<file path="config.mk">
export PLATFORM = sky130hd
export DESIGN_NAME = frame_buffer_flat
export DESIGN_NICKNAME = d
export VERILOG_FILES = /design/src/rtl/psd_pkg.sv /design/src/rtl/fft_mem_if.sv /design/src/rtl/frame_buffer.sv /design/src/flat_wrapper.sv
export SDC_FILE = /design/constraint.sdc
export NUM_CORES = 1
export LEC_CHECK = 0
export BUFFER_PORTS_ARGS = -buffer_cell sky130_fd_sc_hd__buf_4
export CAP_MARGIN = 15
export CORE_MARGIN = 10
export CORE_UTILIZATION = 60
export CTS_CLUSTER_DIAMETER = 40
export DETAILED_ROUTE_END_ITERATION = 12
export GPL_TIMING_DRIVEN = 0
export PLACE_DENSITY = 0.81
export SLEW_MARGIN = 5
export SYNTH_ARGS = -nofsm -noshare
export SYNTH_HDL_FRONTEND = slang
export SYNTH_SLANG_ARGS = --single-unit
</file>
<file path="constraint.sdc">
create_clock -name clk -period 11.7 [get_ports clk]
set_input_delay 0.585 -clock clk [delete_from_list [all_inputs] [get_ports clk]]
set_output_delay 0.585 -clock clk [all_outputs]
set_load 0.02 [all_outputs]
</file>
<file path="src/rtl/psd_pkg.sv">
package psd_pkg;

    localparam int SAMPLE_W = 16;
    localparam int Q_FRAC   = 15;
    localparam int POWER_W  = 32;
    localparam int NF_MAX   = 64;   // Twiddle table size

    typedef struct packed {
        logic signed [SAMPLE_W-1:0] re;
        logic signed [SAMPLE_W-1:0] im;
    } cplx_t;

    // Frame sequencing
    typedef enum logic [1:0] {
        LOAD,
        COMPUTE,
        FLUSH,
        DRAIN
    } psd_state_t;

endpackage

</file>
<file path="src/rtl/fft_mem_if.sv">
`timescale 1ns/1ps

interface fft_mem_if #(
    parameter int AW = 4
);
    import psd_pkg::*;

    logic          rd_en;
    logic [AW-1:0] rd_addr_a;
    logic [AW-1:0] rd_addr_b;
    cplx_t         rd_data_a;   // Valid one cycle after rd_en
    cplx_t         rd_data_b;

    logic          wr_en;
    logic [AW-1:0] wr_addr_a;
    logic [AW-1:0] wr_addr_b;
    cplx_t         wr_data_a;
    cplx_t         wr_data_b;

    modport ctrl (
        output rd_en, rd_addr_a, rd_addr_b
    );

    modport bfly (
        input  rd_addr_a, rd_addr_b, rd_data_a, rd_data_b,
        output wr_en, wr_addr_a, wr_addr_b, wr_data_a, wr_data_b
    );

    modport mem (
        input  rd_en, rd_addr_a, rd_addr_b,
        input  wr_en, wr_addr_a, wr_addr_b, wr_data_a, wr_data_b,
        output rd_data_a, rd_data_b
    );

endinterface

</file>
<file path="src/rtl/frame_buffer.sv">
`timescale 1ns/1ps

module frame_buffer #(
    parameter int NF = 16
) (
    input  logic                  clk,
    input  logic                  load_en,
    input  logic [$clog2(NF)-1:0] load_addr,
    input  psd_pkg::cplx_t        load_data,
    input  logic                  drain_en,
    input  logic [$clog2(NF)-1:0] drain_addr,
    output psd_pkg::cplx_t        drain_data,
    fft_mem_if.mem                mem
);
    import psd_pkg::*;

    localparam int AW = $clog2(NF);

    cplx_t         ram [NF];
    logic [AW-1:0] wa_addr;
    cplx_t         wa_data;
    logic          wa_en;
    logic [AW-1:0] rb_addr;
    cplx_t         rb_q;

    // Port A write is shared between sample load and butterfly
    assign wa_en   = load_en || mem.wr_en;
    assign wa_addr = load_en ? load_addr : mem.wr_addr_a;
    assign wa_data = load_en ? load_data : mem.wr_data_a;

    assign rb_addr = drain_en ? drain_addr : mem.rd_addr_b;   // Drain borrows read port B

    always_ff @(posedge clk) begin
        if (wa_en) begin
            ram[wa_addr] <= wa_data;
        end
        if (mem.wr_en) begin
            ram[mem.wr_addr_b] <= mem.wr_data_b;
        end
    end

    always_ff @(posedge clk) begin
        if (mem.rd_en) begin
            mem.rd_data_a <= ram[mem.rd_addr_a];
        end
        if (mem.rd_en || drain_en) begin
            rb_q <= ram[rb_addr];
        end
    end

    assign mem.rd_data_b = rb_q;
    assign drain_data    = rb_q;

    // Loads only happen in LOAD, butterfly writes only while computing
    a_no_load_during_compute: assert property (@(posedge clk) load_en |-> !mem.wr_en);

endmodule

</file>
<file path="src/flat_wrapper.sv">
// flat-port wrapper written by rule: the top's interface ports become plain ports
module frame_buffer_flat import psd_pkg::*;
#(
    parameter int NF = 16
)
  (clk, load_en, load_addr, load_data, drain_en, drain_addr, drain_data, mem_rd_en, mem_rd_addr_a, mem_rd_addr_b, mem_wr_en, mem_wr_addr_a, mem_wr_addr_b, mem_wr_data_a, mem_wr_data_b, mem_rd_data_a, mem_rd_data_b);
  fft_mem_if mem_i ();
  input  logic clk;
  input  logic load_en;
  input  logic [$clog2(NF)-1:0] load_addr;
  input  psd_pkg::cplx_t load_data;
  input  logic drain_en;
  input  logic [$clog2(NF)-1:0] drain_addr;
  output psd_pkg::cplx_t drain_data;
  input wire logic [$bits(mem_i.rd_en)-1:0] mem_rd_en;
  input wire logic [$bits(mem_i.rd_addr_a)-1:0] mem_rd_addr_a;
  input wire logic [$bits(mem_i.rd_addr_b)-1:0] mem_rd_addr_b;
  input wire logic [$bits(mem_i.wr_en)-1:0] mem_wr_en;
  input wire logic [$bits(mem_i.wr_addr_a)-1:0] mem_wr_addr_a;
  input wire logic [$bits(mem_i.wr_addr_b)-1:0] mem_wr_addr_b;
  input wire logic [$bits(mem_i.wr_data_a)-1:0] mem_wr_data_a;
  input wire logic [$bits(mem_i.wr_data_b)-1:0] mem_wr_data_b;
  output wire logic [$bits(mem_i.rd_data_a)-1:0] mem_rd_data_a;
  output wire logic [$bits(mem_i.rd_data_b)-1:0] mem_rd_data_b;
  assign mem_i.rd_en = mem_rd_en;
  assign mem_i.rd_addr_a = mem_rd_addr_a;
  assign mem_i.rd_addr_b = mem_rd_addr_b;
  assign mem_i.wr_en = mem_wr_en;
  assign mem_i.wr_addr_a = mem_wr_addr_a;
  assign mem_i.wr_addr_b = mem_wr_addr_b;
  assign mem_i.wr_data_a = mem_wr_data_a;
  assign mem_i.wr_data_b = mem_wr_data_b;
  assign mem_rd_data_a = mem_i.rd_data_a;
  assign mem_rd_data_b = mem_i.rd_data_b;
  frame_buffer #(.NF(NF)) u_core (.clk(clk), .load_en(load_en), .load_addr(load_addr), .load_data(load_data), .drain_en(drain_en), .drain_addr(drain_addr), .drain_data(drain_data), .mem(mem_i));
endmodule
</file>
; ---- Yosys cells after proc, flatten, opt, wreduce, memory -nomap -nowiden
; Memory sizes are Yosys's and may differ from the RTL's. A register that Yosys moved wholly into a read port is not among the register bits.
; Index checks and enable logic that the tools add are counted.
[totals]
reg_bits = 0
latch_bits = 0
ram_bits = 512
romBits = 0
output_inout_bits = 96
wordCells = 10
mem_count = 1
[mem_list]
columns = name, words, width, read_ports, rd_clocked_by_memory_dff, write_ports, line
row1 = u_core.ram, 16, 32, 2, 2, 2, frame_buffer.sv:19  ; cplx_t ram [NF];
[classes]
addsub = 0
mul = 0
n_div = 0
magnitude_cmp = 0
eq_ne = 0
n_shift = 0
mux = 7
bitwise = 0
reduce_logical = 2
[op_table]
columns = op, n
row1 = 32-bit two-way mux, 1
row2 = 4-bit two-way mux, 2
row3 = 1-bit two-way mux, 4
row4 = 1-bit logical OR, 2

; ---- Logic depth before layout (Yosys ltp)
[logic_depth]
depth_word = 3
ltp_mapped = 6
mapped_depth_nobuf = 4

; ---- Worst setup path after synthesis
; No wires, ideal clock.
[synth_path]
path_type = input-to-reg
from = input load_en
to = memory u_core.ram[4][0] (netlist name) (enable)
arrival_ns = 3.781
t_required_ns = 11.234
path_slack_ns = 7.453
cell_stages = 5
n_path_buf = 2
cell_sequence = clkbuf_1 > clkbuf_1 > nand2_1 > o32a_1 > o21ai_0
[synth_rtl]
columns = element, line
row1 = start: declaration, flat_wrapper.sv:9  ; input logic load_en;
row2 = end: declaration, frame_buffer.sv:19

==> results.cfg <==
[route]
vias = 26346
via_per_inst = 7.34
dr.first_iter.drc_count = 5178
wl_um = 119000
post_drt_wl_per_cell_um = 33.3
first_pass_iters = 6
drcViolationCount = 0
ant_nets = 0

[timing]
setup-tns-final_ns = 0
max_slew_margin_pct = 11.4
clock-skew-final_ns = 0.0322
period_minus_slack_ns = 3.23
setup_slack_ns = 8.47
period_share_pct = 27.6
setup_viol = 0
hold_viol_final = 0
report.final.slew_viol_count = 0
rsz0062_at_grt = no
tightest_slew_ns = 1.33
max_clock_freq_ghz = 0.310

[floorplan]
num_rows = 83
die_w_um = 249
die_y_um = 249
io_pins = 221
initial_core_util_pct = 60.8
die-area_mm2 = 0.0618
coreArea_mm2 = 0.0515

[power]
powerDensity_mw_per_mm2 = 158
total_power_mw = 5.86
p_leak_nw = 13.8
ir_drop_mv = 0.143

[synth]
synth_area_leaders = edfxtp_1 55%, mux2i_1 12%, mux4_2 12%, a21oi_1 6.7%, nor2_1 5.0%
synth.cell_area_mm2 = 0.0313
synth.yosys.seq_area_share_pct = 55.2
synth_top_area_share_pct = 55.2
synthCells = 2518
yosysWarnings = 0
synth_seq_cells = 576
yosysTopAreaCell = edfxtp_1
yosys.cell_types.count = 30
synth.net_count = 2643
synth.avg_cell_area_um2 = 12.4

[critical_path]
reg2reg_to = u_core.mem.rd_data_a[4]$_DFFE_PP_
cp-start-kind = primary input
slowest_stage = clkbuf_1
r2r-start = u_core.ram[8][4]$_DFFE_PP_
worstSetupPathType = primary input to flip-flop
crit_top_cell = clkbuf_1
ff2ff_path_depth = 2
rrSetupSlack_ns = 9.94
cp_max_fo = 18
cp.arrival_ns = 3.59
worst-endpoint-required_ns = 12.07
cp-end-kind = flip-flop
cp_cell_sequence = buf_4 -> nor3b_1 -> nand2_1 -> clkbuf_1 -> clkbuf_1 -> o21ai_4 -> buf_12
cpPeakStageDelay_ns = 0.91

[clocking]
cts.sinks = 576
postCtsSetupBuffers = 0
htreeDepth = 3
clkTransAtPathRegs_ns = 0.06
cts_buffers = 80
cts_tree = yes
root_buffer = clkbuf_16
insertion_delay_ns = 0.64
ctsHoldBuffers = 0
cts_resized = 0
cts_buffer_depth = 3

[placement]
place_congestion = 1.00
place_hpwl_um = 79000
post-place-ws_ns = 8.20
io_buffers = 216

[global_routing]
use_met3_pct = 13.8
grt_max_degree = 34
grt_pass1_vias = 26336
grt_pass1_wl_um = 171000
grt_use_met1_pct = 43.8
top_usage_layer = met2
grt_use_total_pct = 37.2
grt_overflow = 0
grtUsageMet2_pct = 57.1
antenna_found_initial = 4

[cells_and_area]
syn_to_final_growth_pct = 18.6
drive_gt1_share_pct = 22.5
fin_nets = 2965
fillCellCount = 3426

[hold_path]
holdPathEnd = u_core.ram[0][28]$_DFFE_PP_
holdPathStages = 3
min_from = mem_wr_data_b[28]
hold_class = primary input to flip-flop

[run]
cap_viol_max_count = 0

[outcome]
status = finished, final reports clean
how the worst max path moves through the flow:
stage / from / endpoint / slack (ns) / cells after the start
floorplan: load_en / u_core.ram[4][0]$_DFFE_PP_ / 7.45 / 5
global placement: load_en / u_core.ram[1][13]$_DFFE_PP_ / 4.03 / 5
detailed placement: mem_wr_en / u_core.ram[2][11]$_DFFE_PP_ / 8.20 / 7
CTS: mem_wr_en / u_core.ram[2][9]$_DFFE_PP_ / 8.85 / 7
global route: mem_wr_en / u_core.ram[1][15]$_DFFE_PP_ / 8.59 / 8
finish: mem_wr_en / u_core.ram[2][8]$_DFFE_PP_ / 8.47 / 7
per-layer routing:
metal / vias up / share of wire, %
met5: - / 0.045
met4: 6 / 7.3
met3: 665 / 17
met2: 2911 / 45
met1: 12476 / 31
li1: 10288 / -
per-stage QoR:
stage          hold slack, ns  cell area, um2  instances  utilization, %
2_1_floorplan           0.660           31300       2518               -
3_3_place_gp            0.732           33800       3414            65.6
3_5_place_dp            0.735           34400       3434            66.9
4_1_cts                 0.311           37100       3581            72.0
5_1_grt                 0.346           37200       3588            72.1
6_report                0.317           37200       3588            72.1
cells in the final DEF, fill, tap and decap left out, drive strengths merged:
| cell type | netlist | layout |
|---|---|---|
| o21bai | 3 | 3 |
| edfxtp | 576 | 576 |
| and3b | 5 | 5 |
| o21ai | 21 | 21 |
| nor3 | 2 | 2 |
| nor4bb | 1 | 1 |
| nor2b | 2 | 2 |
| nor2 | 421 | 421 |
| and2 | 2 | 2 |
| mux2 | 1 | 1 |
| mux2i | 386 | 386 |
| a32oi | 1 | 1 |
| o22ai | 128 | 128 |
| mux4 | 160 | 160 |
| diode | 0 | 3 |
| or4 | 32 | 32 |
| inv | 35 | 49 |
| buf | 119 | 359 |
| bufinv | 0 | 5 |
| nand2 | 14 | 14 |
| a21oi | 418 | 418 |
| o32a | 2 | 2 |
| clkbuf | 173 | 260 |
| a31oi | 3 | 3 |
| or2 | 1 | 1 |
| clkinv | 0 | 29 |
| clkinvlp | 0 | 12 |
| nor4b | 1 | 1 |
| and3 | 3 | 3 |
| nor3b | 5 | 5 |
| nand3 | 3 | 3 |
report_power, final:
group / switching, mW / leakage (nW) / internal [mW] / total (mW)
clock network: 1.01 / 1.26 / 1.43 / 2.44
logic: 0.549 / 7.17 / 0.375 / 0.923
registers: 0.0637 / 5.32 / 2.44 / 2.51
cell families after synthesis:
kind of cell | share of synthesized area, %
buffers and inverters | 4.59
and+or+nand+nor | 6.54
muxes | 23.9
DFF | 55.2
AOI/OAI and AO/OA | 9.79
cells in the mapped netlist (all sizes together):
master and n:
nor2b 2, a31oi 3, o21ai 21, o21bai 3
a32oi 1, nor2 421, mux2 1, or2 1
buf 119, nand3 3, o32a 2, inv 35
nand2 14, o22ai 128, a21oi 418, and3b 5
nor4bb 1, mux4 160, mux2i 386, edfxtp 576
nor4b 1, clkbuf 173, nor3 2, or4 32
and2 2, and3 3, nor3b 5
sequential cells by signal, summed over array words and instances, names as in the netlist:
register              cells
u_core.mem.rd_data_a     32
u_core.drain_data        32
u_core.ram              512
worst max-delay path: cells and delay by family:
family                 cells  cell delay, ns
buffers and inverters      4            2.14
AND/OR/NAND/NOR            2            0.27
AO/OA/AOI/OAI              1            0.54
area by class of cell:
type	count	area, um2	area share [%]
sequential	576	17300	46.6
multi-input combinational	1615	12800	34.4
timing repair buffer	240	2150	5.79
clock buffer	87	2090	5.63
buffer	292	1310	3.51
tap	680	851	2.29
clock inverter	60	546	1.47
inverter	35	131	0.354
antenna	3	7.51	0.0202
Note: power is estimated with default switching activity, not from simulation.
