$ cat config.mk
export PLATFORM = sky130hd
export DESIGN_NAME = fft_controller_flat
export DESIGN_NICKNAME = d
export VERILOG_FILES = /design/src/rtl/psd_pkg.sv /design/src/rtl/fft_mem_if.sv /design/src/rtl/fft_controller.sv /design/src/flat_wrapper.sv
export SDC_FILE = /design/constraint.sdc
export NUM_CORES = 1
export LEC_CHECK = 0
export ABC_CLOCK_PERIOD_IN_PS = 2550
export BUFFER_PORTS_ARGS = -buffer_cell sky130_fd_sc_hd__buf_2
export CAP_MARGIN = 40
export CORE_ASPECT_RATIO = 1.25
export CORE_MARGIN = 2
export CORE_UTILIZATION = 51
export CTS_BUF_LIST = sky130_fd_sc_hd__clkbuf_4 sky130_fd_sc_hd__clkbuf_8
export CTS_CLUSTER_SIZE = 25
export DETAILED_ROUTE_END_ITERATION = 8
export HOLD_SLACK_MARGIN = 0.12
export MAX_ROUTING_LAYER = met4
export PLACE_DENSITY = 0.77
export SETUP_SLACK_MARGIN = 0.5
export SLEW_MARGIN = 15
export SYNTH_ARGS = -nofsm -noshare
export SYNTH_HDL_FRONTEND = slang
export SYNTH_SLANG_ARGS = --single-unit
export TNS_END_PERCENT = 100
$ cat constraint.sdc
create_clock -name clk -period 2.55 [get_ports clk]
set_clock_uncertainty 0.05 [all_clocks]
set_input_delay 0.3825 -clock clk [delete_from_list [all_inputs] [get_ports clk]]
set_output_delay 0.3825 -clock clk [all_outputs]
set_load 0.1 [all_outputs]
$ cat src/rtl/psd_pkg.sv
package psd_pkg;

    localparam int SAMPLE_W = 16;
    localparam int Q_FRAC   = 15;
    localparam int POWER_W  = 32;
    localparam int NF_MAX   = 64;   // Twiddle table size

    typedef struct packed {
        logic signed [SAMPLE_W-1:0] re;
        logic signed [SAMPLE_W-1:0] im;
    } cplx_t;

    // Frame sequencing
    typedef enum logic [1:0] {
        LOAD,
        COMPUTE,
        FLUSH,
        DRAIN
    } psd_state_t;

endpackage

$ cat src/rtl/fft_mem_if.sv
`timescale 1ns/1ps

interface fft_mem_if #(
    parameter int AW = 4
);
    import psd_pkg::*;

    logic          rd_en;
    logic [AW-1:0] rd_addr_a;
    logic [AW-1:0] rd_addr_b;
    cplx_t         rd_data_a;   // Valid one cycle after rd_en
    cplx_t         rd_data_b;

    logic          wr_en;
    logic [AW-1:0] wr_addr_a;
    logic [AW-1:0] wr_addr_b;
    cplx_t         wr_data_a;
    cplx_t         wr_data_b;

    modport ctrl (
        output rd_en, rd_addr_a, rd_addr_b
    );

    modport bfly (
        input  rd_addr_a, rd_addr_b, rd_data_a, rd_data_b,
        output wr_en, wr_addr_a, wr_addr_b, wr_data_a, wr_data_b
    );

    modport mem (
        input  rd_en, rd_addr_a, rd_addr_b,
        input  wr_en, wr_addr_a, wr_addr_b, wr_data_a, wr_data_b,
        output rd_data_a, rd_data_b
    );

endinterface

$ cat src/rtl/fft_controller.sv
`timescale 1ns/1ps

module fft_controller #(
    parameter int NF = 16
) (
    input  logic                  clk,
    input  logic                  rst,
    input  logic                  sample_valid,
    output logic                  load_en,
    output logic [$clog2(NF)-1:0] load_addr,
    output logic                  busy,
    output logic [$clog2(NF)-1:0] tw_addr,
    output logic                  bfly_valid,
    output logic                  drain_en,
    output logic [$clog2(NF)-1:0] drain_addr,
    output logic                  pwr_valid_in,
    output logic                  pwr_last_in,
    fft_mem_if.ctrl               ctrl
);
    import psd_pkg::*;

    localparam int AW = $clog2(NF);
    localparam int SW = $clog2(AW);

    psd_state_t    state;
    logic [AW-1:0] load_cnt;
    logic [SW-1:0] stage;
    logic [AW-2:0] bfly_idx;
    logic [1:0]    flush_cnt;
    logic [AW:0]   drain_cnt;   // Runs two past NF for the output tail
    logic [AW-1:0] j;
    logic [AW-1:0] half_mask;
    logic [AW-1:0] pos;
    logic [AW-1:0] addr_a;

    function automatic logic [AW-1:0] bitrev(input logic [AW-1:0] v);
        logic [AW-1:0] r;
        for (int i = 0; i < AW; i++) begin
            r[i] = v[AW-1-i];
        end
        return r;
    endfunction

    always_ff @(posedge clk) begin
        if (rst) begin
            state        <= LOAD;
            load_cnt     <= '0;
            stage        <= '0;
            bfly_idx     <= '0;
            flush_cnt    <= '0;
            drain_cnt    <= '0;
            pwr_valid_in <= 1'b0;
            pwr_last_in  <= 1'b0;
        end else begin
            pwr_valid_in <= drain_en;   // Lines up with buffer read data
            pwr_last_in  <= drain_en && (drain_cnt == NF - 1);
            case (state)
                LOAD: begin
                    if (sample_valid) begin
                        load_cnt <= load_cnt + 1'b1;
                        if (load_cnt == '1) begin
                            state <= COMPUTE;
                        end
                    end
                end
                COMPUTE: begin
                    bfly_idx <= bfly_idx + 1'b1;
                    if (bfly_idx == '1) begin
                        state <= FLUSH;
                    end
                end
                FLUSH: begin
                    flush_cnt <= flush_cnt + 1'b1;
                    if (flush_cnt == 2'd2) begin   // Last write of the stage lands here
                        flush_cnt <= '0;
                        if (stage == AW - 1) begin
                            stage     <= '0;
                            drain_cnt <= '0;
                            state     <= DRAIN;
                        end else begin
                            stage <= stage + 1'b1;
                            state <= COMPUTE;
                        end
                    end
                end
                DRAIN: begin
                    drain_cnt <= drain_cnt + 1'b1;
                    if (drain_cnt == NF + 1) begin
                        state <= LOAD;
                    end
                end
                default: state <= LOAD;
            endcase
        end
    end

    assign busy      = (state != LOAD);
    assign load_en   = (state == LOAD) && sample_valid;
    assign load_addr = bitrev(load_cnt);

    // Pair addresses for DIT stage s with span 2^s
    assign j         = {1'b0, bfly_idx};
    assign half_mask = (AW'(1) << stage) - AW'(1);
    assign pos       = j & half_mask;
    assign addr_a    = ((j & ~half_mask) << 1) | pos;

    assign ctrl.rd_en     = (state == COMPUTE);
    assign ctrl.rd_addr_a = addr_a;
    assign ctrl.rd_addr_b = addr_a | (half_mask + AW'(1));
    assign bfly_valid     = (state == COMPUTE);
    assign tw_addr        = pos << (AW - 1 - stage);

    assign drain_en   = (state == DRAIN) && (drain_cnt < NF);
    assign drain_addr = drain_cnt[AW-1:0];

    a_pair_distinct: assert property (
        @(posedge clk) disable iff (rst) ctrl.rd_en |-> (ctrl.rd_addr_a != ctrl.rd_addr_b)
    );

endmodule

$ cat src/flat_wrapper.sv
// flat-port wrapper written by rule: the top's interface ports become plain ports
module fft_controller_flat import psd_pkg::*;
#(
    parameter int NF = 16
)
  (clk, rst, sample_valid, load_en, load_addr, busy, tw_addr, bfly_valid, drain_en, drain_addr, pwr_valid_in, pwr_last_in, ctrl_rd_en, ctrl_rd_addr_a, ctrl_rd_addr_b);
  fft_mem_if ctrl_i ();
  input  logic clk;
  input  logic rst;
  input  logic sample_valid;
  output logic load_en;
  output logic [$clog2(NF)-1:0] load_addr;
  output logic busy;
  output logic [$clog2(NF)-1:0] tw_addr;
  output logic bfly_valid;
  output logic drain_en;
  output logic [$clog2(NF)-1:0] drain_addr;
  output logic pwr_valid_in;
  output logic pwr_last_in;
  output wire logic [$bits(ctrl_i.rd_en)-1:0] ctrl_rd_en;
  output wire logic [$bits(ctrl_i.rd_addr_a)-1:0] ctrl_rd_addr_a;
  output wire logic [$bits(ctrl_i.rd_addr_b)-1:0] ctrl_rd_addr_b;
  assign ctrl_rd_en = ctrl_i.rd_en;
  assign ctrl_rd_addr_a = ctrl_i.rd_addr_a;
  assign ctrl_rd_addr_b = ctrl_i.rd_addr_b;
  fft_controller #(.NF(NF)) u_core (.clk(clk), .rst(rst), .sample_valid(sample_valid), .load_en(load_en), .load_addr(load_addr), .busy(busy), .tw_addr(tw_addr), .bfly_valid(bfly_valid), .drain_en(drain_en), .drain_addr(drain_addr), .pwr_valid_in(pwr_valid_in), .pwr_last_in(pwr_last_in), .ctrl(ctrl_i));
endmodule
Word-level counts from Yosys, hierarchy flattened
Index checks and enable logic that the tools add are counted.
{ "classes": {"magnitude_cmp": 1, "n_reduce_logical": 10, "add_sub_neg": 8, "mux": 12, "bitwise_logic": 5, "n_eq_ne": 15, "n_shift": 2} }
{ "op_table": {"columns": ["op", "count"], "rows": [
  ["4-bit by 32-bit << shifter with 4-bit output", 1],
  ["2-bit two-way mux", 8],
  ["5-bit two-way mux", 2],
  ["2-bit by 1-bit inequality test with 1-bit output (second input constant)", 5],
  ["5-bit case mux with 2 select lines", 1],
  ["4-bit by 1-bit adder with 4-bit output (second input constant)", 2],
  ["2-bit equality test (second input constant)", 4],
  ["4-bit OR", 2],
  ["2-bit case mux with 4 select lines", 1],
  ["5-bit by 1-bit adder with 5-bit output (second input constant)", 1],
  ["5-bit by 4-bit equality test with 1-bit output (second input constant)", 1],
  ["5-bit equality test (second input constant)", 1],
  ["5-bit < comparator (second input constant)", 1],
  ["5-bit AND reduction", 1],
  ["2-bit by 1-bit adder with 2-bit output (second input constant)", 2],
  ["3-bit by 4-bit AND with 4-bit output", 1],
  ["4-bit equality test (second input constant)", 1],
  ["2-bit AND reduction", 2],
  ["2-bit nonzero test", 2],
  ["1-bit by 2-bit << shifter with 4-bit output (first input constant)", 1],
  ["4-bit by 2-bit subtractor with 4-bit output (second input constant)", 1],
  ["3-bit by 1-bit adder with 3-bit output (second input constant)", 1],
  ["3-bit AND", 1],
  ["3-bit equality test (second input constant)", 1],
  ["other kinds (7)", 9]
]} }
{ "totals": {"inputBits": 3, "ff_bits": 20} }

Longest topological paths before layout
{ "depth": {"word_depth": 6, "mapped_depth": 7, "mapped_depth_nobuf": 6} }

Least setup slack after synthesis
OpenSTA, ideal clock, no wires.
{ "synth_path": {"path_type": "reg-to-output", "from": "register u_core.stage[0]", "to": "output port tw_addr[3]", "path_stages_with_launch": 7, "slack_ns": -2.683, "arrival_ns": 4.801, "required_time_ns": 2.118, "cell_sequence": "dfxtp_1 clkbuf_1 inv_1 ha_1 nor2b_1 mux2i_1 o21ai_0"} }
{ "synth_between": {"elab_chain_cells": 4, "elab_cells_between_ends": 5, "classes_between": "add/sub: 2; shift: 2; bitwise: 1"} }
{ "synth_lines": {"columns": ["item", "line", "text"], "rows": [
  ["start: declaration", "fft_controller.sv:27", "logic [SW-1:0] stage;"],
  ["start signal: assignment", "fft_controller.sv:81", "stage <= stage + 1'b1;"],
  ["1-bit by 2-bit << shifter with 4-bit output", "fft_controller.sv:103", "assign half_mask = (AW'(1) << stage) - AW'(1);"],
  ["4-bit by 2-bit subtractor with 4-bit output", "fft_controller.sv:103", null],
  ["3-bit by 4-bit AND with 4-bit output", "fft_controller.sv:104", "assign pos = j & half_mask;"],
  ["4-bit by 32-bit << shifter with 4-bit output *", "fft_controller.sv:111", "assign tw_addr = pos << (AW - 1 - stage);"],
  ["end: declaration", "flat_wrapper.sv:14", "output logic [$clog2(NF)-1:0] tw_addr;"]
]} }
Mark *: on every way between the ends. The rest lies on a longest branch, timed or not.

Final worst setup path
{ "layout_path": {"from": "register u_core.stage[0]", "to": "output port ctrl_rd_addr_b[1]"} }
{ "layout_between": {"elab_chain_cells": 6, "elab_cells_between_ends": 8, "classes_between": "add/sub: 2; shift: 1; bitwise: 5"} }
{ "layout_lines": {"columns": ["item", "line", "text"], "rows": [
  ["1-bit by 2-bit << shifter with 4-bit output *", "fft_controller.sv:103", null],
  ["4-bit by 2-bit subtractor with 4-bit output *", "fft_controller.sv:103", null],
  ["parallel branches: the longest is 3 deep, another holds 4-bit by 1-bit adder with 4-bit output", null, null],
  ["4-bit OR *", "fft_controller.sv:109", "assign ctrl.rd_addr_b = addr_a | (half_mask + AW'(1));"],
  ["end: declaration", "flat_wrapper.sv:22", "output wire logic [$bits(ctrl_i.rd_addr_b)-1:0] ctrl_rd_addr_b;"]
]} }
Every way passes the cells marked *.

==> results.cfg <==
[outcome]
outcome = complete, no violations

[yosys]
yosysMostFrequentCell = nor2_1
synth_common_cells = nor2_1 (24), dfxtp_1 (20), ha_1 (11)
yosysWarningCount = 0
netlist.area_leader.share_pct = 33.4
postSynthAreaPerCell_sq_um = 8.74
async_flop_share_pct = 0
synth-main-ff-cell = dfxtp_1
synth_area_leaders = dfxtp_1 (33%), ha_1 (11%), nor2_1 (7.5%)
netlist_instances = 137
synth-seq-cells = 20
ys_seq_area_share_pct = 33.4
synth_top_area_cell = dfxtp_1
syn_nets = 151
synth_edf_count = 0
ys_types = 38
netlist_area_sq_mm = 0.00120

[clocking]
cts.path.max_buffers = 2
cts_buffers = 3
cts.clk_slew.worst_paths_ns = 0.11
clockRootBuffer = clkbuf_4
htreeDepth = 1
cts_hold_buffers = 0
cts_tree = yes
insertion_delay_ns = 0.30
cts.sinks = 20

[power]
leakagePower_uw = 0.000709
p_total_uw = 521
ir_drop_mv = 0.324
powerDensity_mw_per_mm2 = 303

[floorplanning]
die_x_microns = 47.3
start_util_pct = 54.2
die_y_microns = 58.2
rows = 19
io_pins = 30
die-area_sq_mm = 0.00275
core_area_sq_mm = 0.00221

[global_routing]
antenna_found_initial = 0
grt_busiest_layer = met2
met1_usage_pct = 27.0
grt_overflow = 0
grt_max_degree = 21
grt_pass1_vias = 1011
grt_pass1_wl_microns = 4720
grt_use_met3_pct = 3.12
grtUsageTotal_pct = 24.9
use_met2_pct = 42.9

[drt]
dr.pass1.iters = 4
drt-initial-drc-count = 12
ant_nets = 0
wl_per_cell_microns = 14.3
via_per_inst = 5.33
num_vias = 1061
drc = 0
drt_wl_total_microns = 2850

[timing]
worstMarginPinSlew_ns = 0.494
hold_viol = 0
slew-limit-headroom_pct = 66.6
drv_slew = 0
period_share_pct = 89.2
finalSetupViolCount = 0
period_minus_slack_ns = 2.27
max_freq_mhz = 440
rsz0062_at_grt = yes
setup_tns_ns = 0

[worst_hold_path]
hold_path_class = in -> reg

[final_layout]
n_fill_cell = 143
antenna_cells = 0
fin_nets = 184
drive_gt1_share_pct = 44.6
fin_util_pct = 77.7
multi_input_area_sq_um = 853
syn2layout_area_growth_pct = 43.5
layout.cells.non_filler = 199
ff_latch_area_sq_um = 409

[critical_path]
worst-setup-path-type = reg -> out
cp_max_fo = 3
required_ns = 2.12
end_kind = output pin
critPathLaunchType = flop
critPathArrivalTime_ns = 1.84

[placed_design]
portBuffers = 29
place_inst = 187
place.detailed.hpwl_microns = 1840
gp_congestion = 0.766

[flow_run]
cap_violations = 0
repair_timing:
action | CTS | global route
setup buffers | 7 | 2
endpoints found under the hold margin | 0 | 0
cloned | 0 | 0
setup endpoints to repair | 13 | 14
pin swaps | 5 | 3
gates resized for setup | 24 | 16
critical path: stages, from the launching register on:
cell and delay (ns):
dfxtp_4 0.41, inv_4 0.05, ha_4 0.18, xnor2_4 0.13
and2_4 0.18, a21o_4 0.18, or2_4 0.23, buf_12 0.17
through the flow:
step / hold slack, ns / cell area, sq um / worst slack, ns
floorplan: 0.444 / 1320 / 0.0619
global placement: 0.467 / 1480 / 0.401
detailed placement: 0.474 / 1480 / 0.343
CTS: 0.407 / 1650 / 0.293
global route: 0.415 / 1720 / 0.232
finish: 0.414 / 1720 / 0.275
kinds of logic (layout without fill, tap and decap cells):
group | Yosys count | count (layout) | share of synthesized area [%]
AO/OA/AOI/OAI | 17 | 17 | 9.09
adder cells (fa/ha/maj) | 11 | 11 | 11.5
flip-flops | 20 | 20 | 33.4
multiplexers | 7 | 7 | 5.85
AND/OR/NAND/NOR | 58 | 58 | 26.5
buffers and inverters | 17 | 48 | 8.46
XOR/XNOR | 7 | 7 | 5.12
area by class of cell:
class	instances	share of cell area, %
multi-input cells	100	49.7
flip-flops and latches	20	23.8
repair buffers	39	21.2
well taps	31	2.26
inverters	6	1.75
clock buffers	3	1.31
flip-flops by register name, summed over array words and instances (netlist names):
signal,count
u_core.pwr_last_in,1
u_core.state,2
u_core.load_cnt,4
u_core.pwr_valid_in,1
u_core.bfly_idx,3
u_core.stage,2
u_core.flush_cnt,2
u_core.drain_cnt,5
path summary, 6_finish.rpt:
| check | start | to | slack [ns] | cells after the start |
|---|---|---|---|---|
| worst max-delay path | u_core.stage[0] | ctrl_rd_addr_b[1] | 0.28 | 7 |
| worst min-delay path | rst | u_core.load_cnt[2] | 0.41 | 2 |
| worst max register to register | u_core.bfly_idx[0] | u_core.state[0] | 0.93 | 6 |
| worst min register to register | u_core.load_cnt[3] | u_core.load_cnt[3] | 0.49 | 2 |
where the power goes:
| group | internal [uW] | leakage [uW] | total (uW) | switching, uW |
|---|---|---|---|---|
| Clock | 55.2 | 0.0000138 | 149 | 93.8 |
| Sequential | 314 | 0.000164 | 317 | 3.83 |
| Combinational | 10.5 | 0.000531 | 54.1 | 43.6 |
| Total | 379 | 0.000709 | 521 | 141 |
layout by cell type, fill, tap and decap left out, types with 4 or more instances in the layout:
cell / n
clkbuf_4: 6
mux2i_1: 6
ha_1: 8
buf_6: 5
dfxtp_1: 17
inv_1: 4
buf_4: 10
a21oi_1: 5
nor2_1: 22
xnor2_1: 4
buf_2: 14
buf_12: 7
metal layers:
metal,wire length [microns],share of wire [%],up-vias
met5,0,0,-
met4,76,2.7,0
met3,124,4.4,6
met2,1580,55,33
met1,1070,38,502
li1,-,-,520
No activity file was read; power rests on OpenSTA's default activity.
