File: config.mk
export PLATFORM = sky130hd
export DESIGN_NAME = butterfly_unit_flat
export DESIGN_NICKNAME = d
export VERILOG_FILES = /design/src/rtl/psd_pkg.sv /design/src/rtl/fft_mem_if.sv /design/src/rtl/butterfly_unit.sv /design/src/flat_wrapper.sv
export SDC_FILE = /design/constraint.sdc
export NUM_CORES = 2
export LEC_CHECK = 0
export ABC_AREA = 1
export BUFFER_PORTS_ARGS = -buffer_cell sky130_fd_sc_hd__buf_2
export CAP_MARGIN = 0
export CORE_ASPECT_RATIO = 0.7
export CORE_UTILIZATION = 35
export DETAILED_ROUTE_END_ITERATION = 8
export GPL_TIMING_DRIVEN = 0
export PLACE_DENSITY = 0.47
export SYNTH_ARGS = -nofsm -noshare
export SYNTH_HDL_FRONTEND = slang
export SYNTH_SLANG_ARGS = --single-unit
File: constraint.sdc
create_clock -name clk -period 6.45 [get_ports clk]
set_input_delay 0.645 -clock clk [delete_from_list [all_inputs] [get_ports clk]]
set_output_delay 0.645 -clock clk [all_outputs]
set_load 0.005 [all_outputs]
File: src/rtl/psd_pkg.sv
package psd_pkg;

    localparam int SAMPLE_W = 16;
    localparam int Q_FRAC   = 15;
    localparam int POWER_W  = 32;
    localparam int NF_MAX   = 64;   // Twiddle table size

    typedef struct packed {
        logic signed [SAMPLE_W-1:0] re;
        logic signed [SAMPLE_W-1:0] im;
    } cplx_t;

    // Frame sequencing
    typedef enum logic [1:0] {
        LOAD,
        COMPUTE,
        FLUSH,
        DRAIN
    } psd_state_t;

endpackage

File: src/rtl/fft_mem_if.sv
`timescale 1ns/1ps

interface fft_mem_if #(
    parameter int AW = 4
);
    import psd_pkg::*;

    logic          rd_en;
    logic [AW-1:0] rd_addr_a;
    logic [AW-1:0] rd_addr_b;
    cplx_t         rd_data_a;   // Valid one cycle after rd_en
    cplx_t         rd_data_b;

    logic          wr_en;
    logic [AW-1:0] wr_addr_a;
    logic [AW-1:0] wr_addr_b;
    cplx_t         wr_data_a;
    cplx_t         wr_data_b;

    modport ctrl (
        output rd_en, rd_addr_a, rd_addr_b
    );

    modport bfly (
        input  rd_addr_a, rd_addr_b, rd_data_a, rd_data_b,
        output wr_en, wr_addr_a, wr_addr_b, wr_data_a, wr_data_b
    );

    modport mem (
        input  rd_en, rd_addr_a, rd_addr_b,
        input  wr_en, wr_addr_a, wr_addr_b, wr_data_a, wr_data_b,
        output rd_data_a, rd_data_b
    );

endinterface

File: src/rtl/butterfly_unit.sv
`timescale 1ns/1ps

module butterfly_unit (
    input  logic           clk,
    input  logic           rst,
    input  logic           bfly_valid,
    input  psd_pkg::cplx_t tw,
    fft_mem_if.bfly        bfly
);
    import psd_pkg::*;

    localparam int AW  = $bits(bfly.rd_addr_a);
    localparam int PW  = 2 * SAMPLE_W;        // Full product width
    localparam int TPW = PW + 1 - Q_FRAC;     // Twiddled operand width

    localparam logic signed [TPW:0] MAX_S = 2 ** (SAMPLE_W - 1) - 1;
    localparam logic signed [TPW:0] MIN_S = -(2 ** (SAMPLE_W - 1));

    logic                  v1;
    logic                  v2;
    logic [AW-1:0]         addr_a1;
    logic [AW-1:0]         addr_b1;
    logic [AW-1:0]         addr_a2;
    logic [AW-1:0]         addr_b2;
    cplx_t                 a2;
    logic signed [PW-1:0]  p_rr;
    logic signed [PW-1:0]  p_ii;
    logic signed [PW-1:0]  p_ri;
    logic signed [PW-1:0]  p_ir;
    logic signed [PW:0]    t_re_full;
    logic signed [PW:0]    t_im_full;
    logic signed [TPW-1:0] t_re;
    logic signed [TPW-1:0] t_im;
    logic signed [TPW:0]   sum_re;
    logic signed [TPW:0]   sum_im;
    logic signed [TPW:0]   dif_re;
    logic signed [TPW:0]   dif_im;

    function automatic logic signed [SAMPLE_W-1:0] sat(input logic signed [TPW:0] v);
        if (v > MAX_S) begin
            return {1'b0, {(SAMPLE_W - 1){1'b1}}};
        end
        if (v < MIN_S) begin
            return {1'b1, {(SAMPLE_W - 1){1'b0}}};
        end
        return v[SAMPLE_W-1:0];
    endfunction

    // t = b * W, back to Q15
    assign t_re_full = p_rr - p_ii;
    assign t_im_full = p_ri + p_ir;
    assign t_re      = TPW'(t_re_full >>> Q_FRAC);
    assign t_im      = TPW'(t_im_full >>> Q_FRAC);

    assign sum_re = a2.re + t_re;
    assign sum_im = a2.im + t_im;
    assign dif_re = a2.re - t_re;
    assign dif_im = a2.im - t_im;

    always_ff @(posedge clk) begin
        if (rst) begin
            v1         <= 1'b0;
            v2         <= 1'b0;
            bfly.wr_en <= 1'b0;
        end else begin
            v1         <= bfly_valid;
            v2         <= v1;
            bfly.wr_en <= v2;
        end
    end

    always_ff @(posedge clk) begin
        addr_a1 <= bfly.rd_addr_a;   // Read issued this cycle
        addr_b1 <= bfly.rd_addr_b;

        addr_a2 <= addr_a1;
        addr_b2 <= addr_b1;
        a2      <= bfly.rd_data_a;
        p_rr    <= bfly.rd_data_b.re * tw.re;
        p_ii    <= bfly.rd_data_b.im * tw.im;
        p_ri    <= bfly.rd_data_b.re * tw.im;
        p_ir    <= bfly.rd_data_b.im * tw.re;

        bfly.wr_addr_a    <= addr_a2;
        bfly.wr_addr_b    <= addr_b2;
        bfly.wr_data_a.re <= sat(sum_re >>> 1);   // Halve every stage
        bfly.wr_data_a.im <= sat(sum_im >>> 1);
        bfly.wr_data_b.re <= sat(dif_re >>> 1);
        bfly.wr_data_b.im <= sat(dif_im >>> 1);
    end

endmodule

File: src/flat_wrapper.sv
// flat-port wrapper written by rule: the top's interface ports become plain ports
module butterfly_unit_flat import psd_pkg::*;
  (clk, rst, bfly_valid, tw, bfly_rd_addr_a, bfly_rd_addr_b, bfly_rd_data_a, bfly_rd_data_b, bfly_wr_en, bfly_wr_addr_a, bfly_wr_addr_b, bfly_wr_data_a, bfly_wr_data_b);
  fft_mem_if bfly_i ();
  input  logic clk;
  input  logic rst;
  input  logic bfly_valid;
  input  psd_pkg::cplx_t tw;
  input wire logic [$bits(bfly_i.rd_addr_a)-1:0] bfly_rd_addr_a;
  input wire logic [$bits(bfly_i.rd_addr_b)-1:0] bfly_rd_addr_b;
  input wire logic [$bits(bfly_i.rd_data_a)-1:0] bfly_rd_data_a;
  input wire logic [$bits(bfly_i.rd_data_b)-1:0] bfly_rd_data_b;
  output wire logic [$bits(bfly_i.wr_en)-1:0] bfly_wr_en;
  output wire logic [$bits(bfly_i.wr_addr_a)-1:0] bfly_wr_addr_a;
  output wire logic [$bits(bfly_i.wr_addr_b)-1:0] bfly_wr_addr_b;
  output wire logic [$bits(bfly_i.wr_data_a)-1:0] bfly_wr_data_a;
  output wire logic [$bits(bfly_i.wr_data_b)-1:0] bfly_wr_data_b;
  assign bfly_i.rd_addr_a = bfly_rd_addr_a;
  assign bfly_i.rd_addr_b = bfly_rd_addr_b;
  assign bfly_i.rd_data_a = bfly_rd_data_a;
  assign bfly_i.rd_data_b = bfly_rd_data_b;
  assign bfly_wr_en = bfly_i.wr_en;
  assign bfly_wr_addr_a = bfly_i.wr_addr_a;
  assign bfly_wr_addr_b = bfly_i.wr_addr_b;
  assign bfly_wr_data_a = bfly_i.wr_data_a;
  assign bfly_wr_data_b = bfly_i.wr_data_b;
  butterfly_unit u_core (.clk(clk), .rst(rst), .bfly_valid(bfly_valid), .tw(tw), .bfly(bfly_i));
endmodule
# Yosys cells after proc, flatten, opt, wreduce, memory -nomap -nowiden
# Index checks and enable logic that the tools add are counted.
[word_totals]
regBits = 251
word_cells = 65
out_inout_bits = 73
[classes]
addsub = 6
order_cmp = 8
mux = 28
n_mul = 4
[ops]
columns = ["op", "n"]
rows = [
  ["16-bit two-way mux", 16],
  ["16-bit by 16-bit multiplier with 32-bit output", 4],
  ["18-bit by 16-bit greater-than comparator with 1-bit output, second input constant", 4],
  ["18-bit by 16-bit < comparator with 1-bit output, second input constant", 4],
  ["16-bit by 18-bit adder with 19-bit output", 2],
  ["16-bit by 18-bit subtractor with 19-bit output", 2],
  ["32-bit by 32-bit adder with 33-bit output", 1],
  ["32-bit by 32-bit subtractor with 33-bit output", 1],
  ["1-bit two-way mux", 12],
]

# Longest topological paths before layout
[depth]
ltp_word = 7
depth_mapped = 33

# Least setup slack after synthesis
# Ideal clock, no wire load.
[synth_timing]
kind = "input to register"
from = "in bfly_rd_data_b[13]"
to = "reg u_core.p_ir[25]"
path_stages = 20
setup_time_ps = 72
slack_ps = 564
required_time_ps = 6378
t_arrival_ps = 5815
cell_sequence = "clkbuf_1 -> nand2_1 -> fa_1 -> inv_1 -> fa_1 -> inv_1 -> fa_1 -> inv_1 -> fa_1 -> fa_1 -> inv_1 -> fa_1 -> inv_1 -> ha_1 -> nand2_1 -> or4_1 -> o21ai_0 -> a21oi_1 -> o21bai_1 -> xor2_1"
[synth_via]
elab_chain_cells = 1
[synth_rtl]
columns = ["item", "line_no", "rtl"]
rows = [
  ["from (decl)", "flat_wrapper.sv:12", "input wire logic [$bits(bfly_i.rd_data_b)-1:0] bfly_rd_data_b;"],
  ["16-bit by 16-bit multiplier with 32-bit output", "butterfly_unit.sv:82", "p_ir <= bfly.rd_data_b.im * tw.re;"],
  ["to (signal assigned)", "butterfly_unit.sv:82", ""],
  ["to (decl)", "butterfly_unit.sv:29", "logic signed [PW-1:0] p_ir;"],
]
# No other way between the ends.
# A chain may end at the register's enable or synchronous reset.

# Final worst setup path
[layout_timing]
from = "in bfly_rd_data_b[10]"
to = "reg u_core.p_ii[30]"
[layout_via]
elab_chain_cells = 1
[layout_rtl]
columns = ["item", "line_no", "rtl"]
rows = [
  ["16-bit by 16-bit multiplier with 32-bit output", "butterfly_unit.sv:80", "p_ii <= bfly.rd_data_b.im * tw.im;"],
  ["to (signal assigned)", "butterfly_unit.sv:80", ""],
  ["to (decl)", "butterfly_unit.sv:27", "logic signed [PW-1:0] p_ii;"],
]
# No other way between the ends.

==> results by stage <==
Setup path:
- Data arrives at the worst endpoint at around 6.8 ns.
- The worst stage delay on the critical path is 0.87 ns.
- The cell that appears most often on the critical path is fa_1.
- The kind of start point of the critical path is an input pin.
- The critical path goes through buf_2 -> clkbuf_1 -> nand2_1 -> inv_1 -> fa_1 -> fa_1 -> fa_1 -> fa_1 -> fa_1 -> inv_1 -> fa_1 -> inv_1 -> ha_1 -> nand2_1 -> nor4_1 -> nand4_1 -> nand3_1 -> a21oi_1 -> xor2_1.
- The family of cells with the greatest summed delay on the critical path is adder cells.
- The worst reg-to-reg path cell count is 26.
- On the critical path, the stage with the largest delay is an instance of clkbuf_1.
- Across all register-to-register paths, the minimum setup slack is 1.00 ns.
- The buffer and inverter count on the worst path is 5.
- The worst endpoint required time is 6.91 ns.
- The critical register-to-register path endpoint is u_core.bfly.wr_data_a[6].
- STA classifies the critical path endpoint as a flip-flop.
- The worst register-to-register path begins at u_core.p_ri[13].
- The highest fanout seen on the critical path is 10.
- The kind of critical path is in2reg.

Timing:
- After layout, the worst path uses 98.59% of the clock period.
- The slew of the pin with the lowest slew margin is around 1.4 ns.
- The final setup slack of the worst path is 0.09091 ns.
- The final number of hold-violating endpoints was 0.
- Setup violations remaining at the end of the flow were counted as 0.
- The setup skew after layout is around 0.031 ns.
- The number of max-slew violations in the final report is 0.
- For the finished layout, the period the worst path requires is 6.359 ns.
- The worst pin sits at a relative slew slack of 5.569%.
- Based on the critical path, the design can be clocked at up to 0.1573 GHz.

Floorplan:
- The count of boundary I/O pins is 180.
- The die covers about 0.15 mm^2.
- The effective utilization at floorplan is a little over a third.
- The die is between 300 and 400 um tall.
- The area of the core is between 0.15 and 0.2 mm^2.
- The initialized floorplan defines ~120 standard-cell rows.
- The floorplan die width is 467.6 um.

Min path:
- Counting instances, the worst hold path has a depth of 1.
- For hold timing, the worst endpoint is u_core.a2[0].
- The startpoint of the lowest-slack hold path is bfly_rd_data_a[0].
- The tightest min-delay check is of the in2reg type.

Routing:
- The uppermost layer routed is met5.
- The total length of routed met3 wires is approximately 27000 um.
- The number of vias per cell after detailed routing is around 5.
- The first routing iteration left approximately 4.7k violations.
- The average routed wire per standard cell is roughly 23 um.
- The routed metal-1 wire length is between 100000 and 150000 um.
- The detail route stage leaves a number of antenna-violating nets equal to 0.
- The residual DRC count is 0.
- The total routed wirelength is between 200000 and 250000 um.
- The routed via count is around 44k.
- The first TritonRoute pass finished after 6 iterations.
- The amount of wire on met2 after detailed routing is around 73000 um.

Synthesis:
- For this run, the number of Yosys warnings is 0.
- The combined area of all synthesized cells is ~0.053 mm^2.
- In this run the biggest area consumer among cell types represents 39.66% of the synthesized area.
- The proportion of synthesized chip area in sequential cells is a little under a tenth.
- The async set or reset register ratio after synthesis is 0%.
- The dominant synthesized flop cell is dfxtp_1.
- The post-synthesis area per instance is 7.959 um^2.
- Counting flops and latches in the post-synthesis netlist gives 251.
- fa_1 takes more of the synthesized area than any other cell.
- The commonest cells after synthesis are inv_1, nand2_1, fa_1, ha_1, a21oi_1.
- The number of different library cells in the post-synthesis netlist is just under 60.
- After technology mapping, the gate count stands at roughly 6.7k.
- The most common cell in the synthesized netlist is inv_1.
- In this run, synthesis inferred 0 flip-flops with an integrated enable.
- Sorting the synthesized cells by area gives the leading types as fa_1, inv_1, ha_1.
- Counting every net in the synthesized netlist gives around 8.3k.

GRT:
- The number of antenna violations at the first check in global routing is 32.
- Entering global routing, the biggest net connects 13 pins.
- The number of global-route vias before repair is 43.82k.
- The wire length of the first global-routing pass is 298800 um.
- The remaining global-route overflow is 0.
- Global routing used a little over a quarter of the available tracks across all layers.

Clocking:
- CTS placed an instance of clkbuf_16 at the clock tree root.
- In this run, CTS created clock tree buffers numbering 35.
- Clock tree synthesis found a total of about 250 sinks.
- The later-pin clock latency in the skew report is roughly 0.6 ns.
- The number of levels in the clock H-tree is 2.
- The total of hold buffers inserted after clock tree synthesis is 0.
- The clock transition at the registers of the reported paths is roughly 0.060 ns.
- The clock tree from TritonCTS is done.
- Counting along the longest clock path gives a buffer depth of 3.

Layout:
- The final net count is approximately 8.5k.
- Cells fill approximately 39% of the core in the end.
- The area growth from synthesis to layout is 9.766%.
- In the final layout, the multi-input gates occupy between 0.04 and 0.05 mm^2.
- The fraction of layout cells with a size suffix above 1 is roughly 8%.
- The sequential cell area is around 0.005 mm^2.
- Fill cells in the final layout number between 15k and 20k.

Run status:
- The run finished with clean final reports.

Placed design:
- The pre-CTS setup slack is -1.653 ns.
- The congestion estimate from routability-driven global placement came to 1.024.
- The HPWL after detailed placement is approximately 180000 um.
- Buffers placed on the I/O ports in this run total 179.

Run:
- The max capacitance violation total is 0.
-- cell families after synthesis --
logic type / Yosys count / synth area share [%]
flip-flops: 251 / 9.463
XOR/XNOR: 218 / 3.610
buffers and inverters: 2130 / 15.29
AND/OR/NAND/NOR: 1997 / 15.08
AO/OA/AOI/OAI: 561 / 5.987
adder cells (fa/ha/maj): 1515 / 50.57
-- final cells by class --
class                   instances  share of cell area [%]
diodes                          9                 0.03864
repair buffers                188                   1.674
flip-flops and latches        251                   8.621
clock inverters                14                  0.3735
plain buffers                 217                   2.269
multi-input cells            4291                   68.75
well taps                    1996                   4.285
clock buffers                  47                   1.666
inverters                    1913                   12.32
-- worst max path at each step --
stage,startpoint,slack (ns),end,depth (start not counted)
floorplan,bfly_rd_data_b[13],0.56,u_core.p_ir[25],20
finish,bfly_rd_data_b[10],0.09,u_core.p_ii[30],19
global route,bfly_rd_data_b[18],-0.02,u_core.p_rr[25],19
global placement,tw[18],-1.73,u_core.p_rr[30],18
CTS,tw[23],0.001,u_core.p_rr[25],21
detailed placement,tw[7],-1.65,u_core.p_ri[23],21
-- metal layers --
layer	GRT usage [%]	up-vias
met5	0	-
met4	3.268	2
met3	9.293	164
met2	33.96	1946
met1	44.41	22398
li1	-	19782
-- cell usage in the layout (no fill, tap or decap), types with 40 or more instances in the layout --
cell / synthesis / final
nand2_1: 1508 / 1506
nor2_1: 237 / 237
o21ai_0: 136 / 132
buf_2: 9 / 197
ha_1: 463 / 460
nand3_1: 122 / 121
xnor2_1: 75 / 73
fa_1: 1052 / 1048
a21oi_1: 268 / 267
clkbuf_4: 0 / 40
xor2_1: 142 / 138
inv_1: 1895 / 1895
clkbuf_2: 0 / 95
dfxtp_1: 251 / 251
-- worst register-to-register path, stage by stage, from the launching register on --
cell      delay [ns]
dfxtp_1         0.65
ha_1            0.38
nand2_1         0.10
inv_1           0.06
nand2_1         0.06
nand2_1         0.06
a21oi_2         0.19
nand2_2         0.11
a21oi_1         0.31
o21ai_1         0.18
a21oi_1         0.35
o21ai_1         0.18
nand2_1         0.09
nand2_1         0.14
ha_1            0.33
clkbuf_8        0.16
nand2_1         0.09
nor3_1          0.20
and2_1          0.34
nand4_1         0.36
nand2_1         0.15
nand2_1         0.08
nand3_1         0.08
nand2_1         0.25
buf_6           0.26
nand3_1         0.11
nand2_2         0.07
-- registers in the layout, summed over array words and instances, names as in the netlist, 32 cells and up --
signal	cells
u_core.a2	32
u_core.p_rr	32
u_core.p_ii	32
u_core.p_ir	32
u_core.bfly.wr_data_b	32
u_core.bfly.wr_data_a	32
u_core.p_ri	32
-- stage by stage --
stage	hold WS, ns	TNS, ns	cells	instance area, um^2
2_1_floorplan	0.3096	0	6672	53100
3_3_place_gp	0.3104	-54.31	8847	56500
3_5_place_dp	0.3121	-52.94	8848	56510
4_1_cts	0.1057	0	8909	57940
5_1_grt	0.1280	-0.02114	8919	58270
6_report	0.1453	0	8926	58290
-- repair_timing --
item                       in CTS  in global routing
resized for setup             132                268
setup buffers                   0                  8
setup endpoints to repair      44                 27
pin swaps                       1                 11
gates cloned                    0                  0
Power is not shown: default switching activity piles up to over one toggle a cycle in this logic, so the estimate is an artifact.
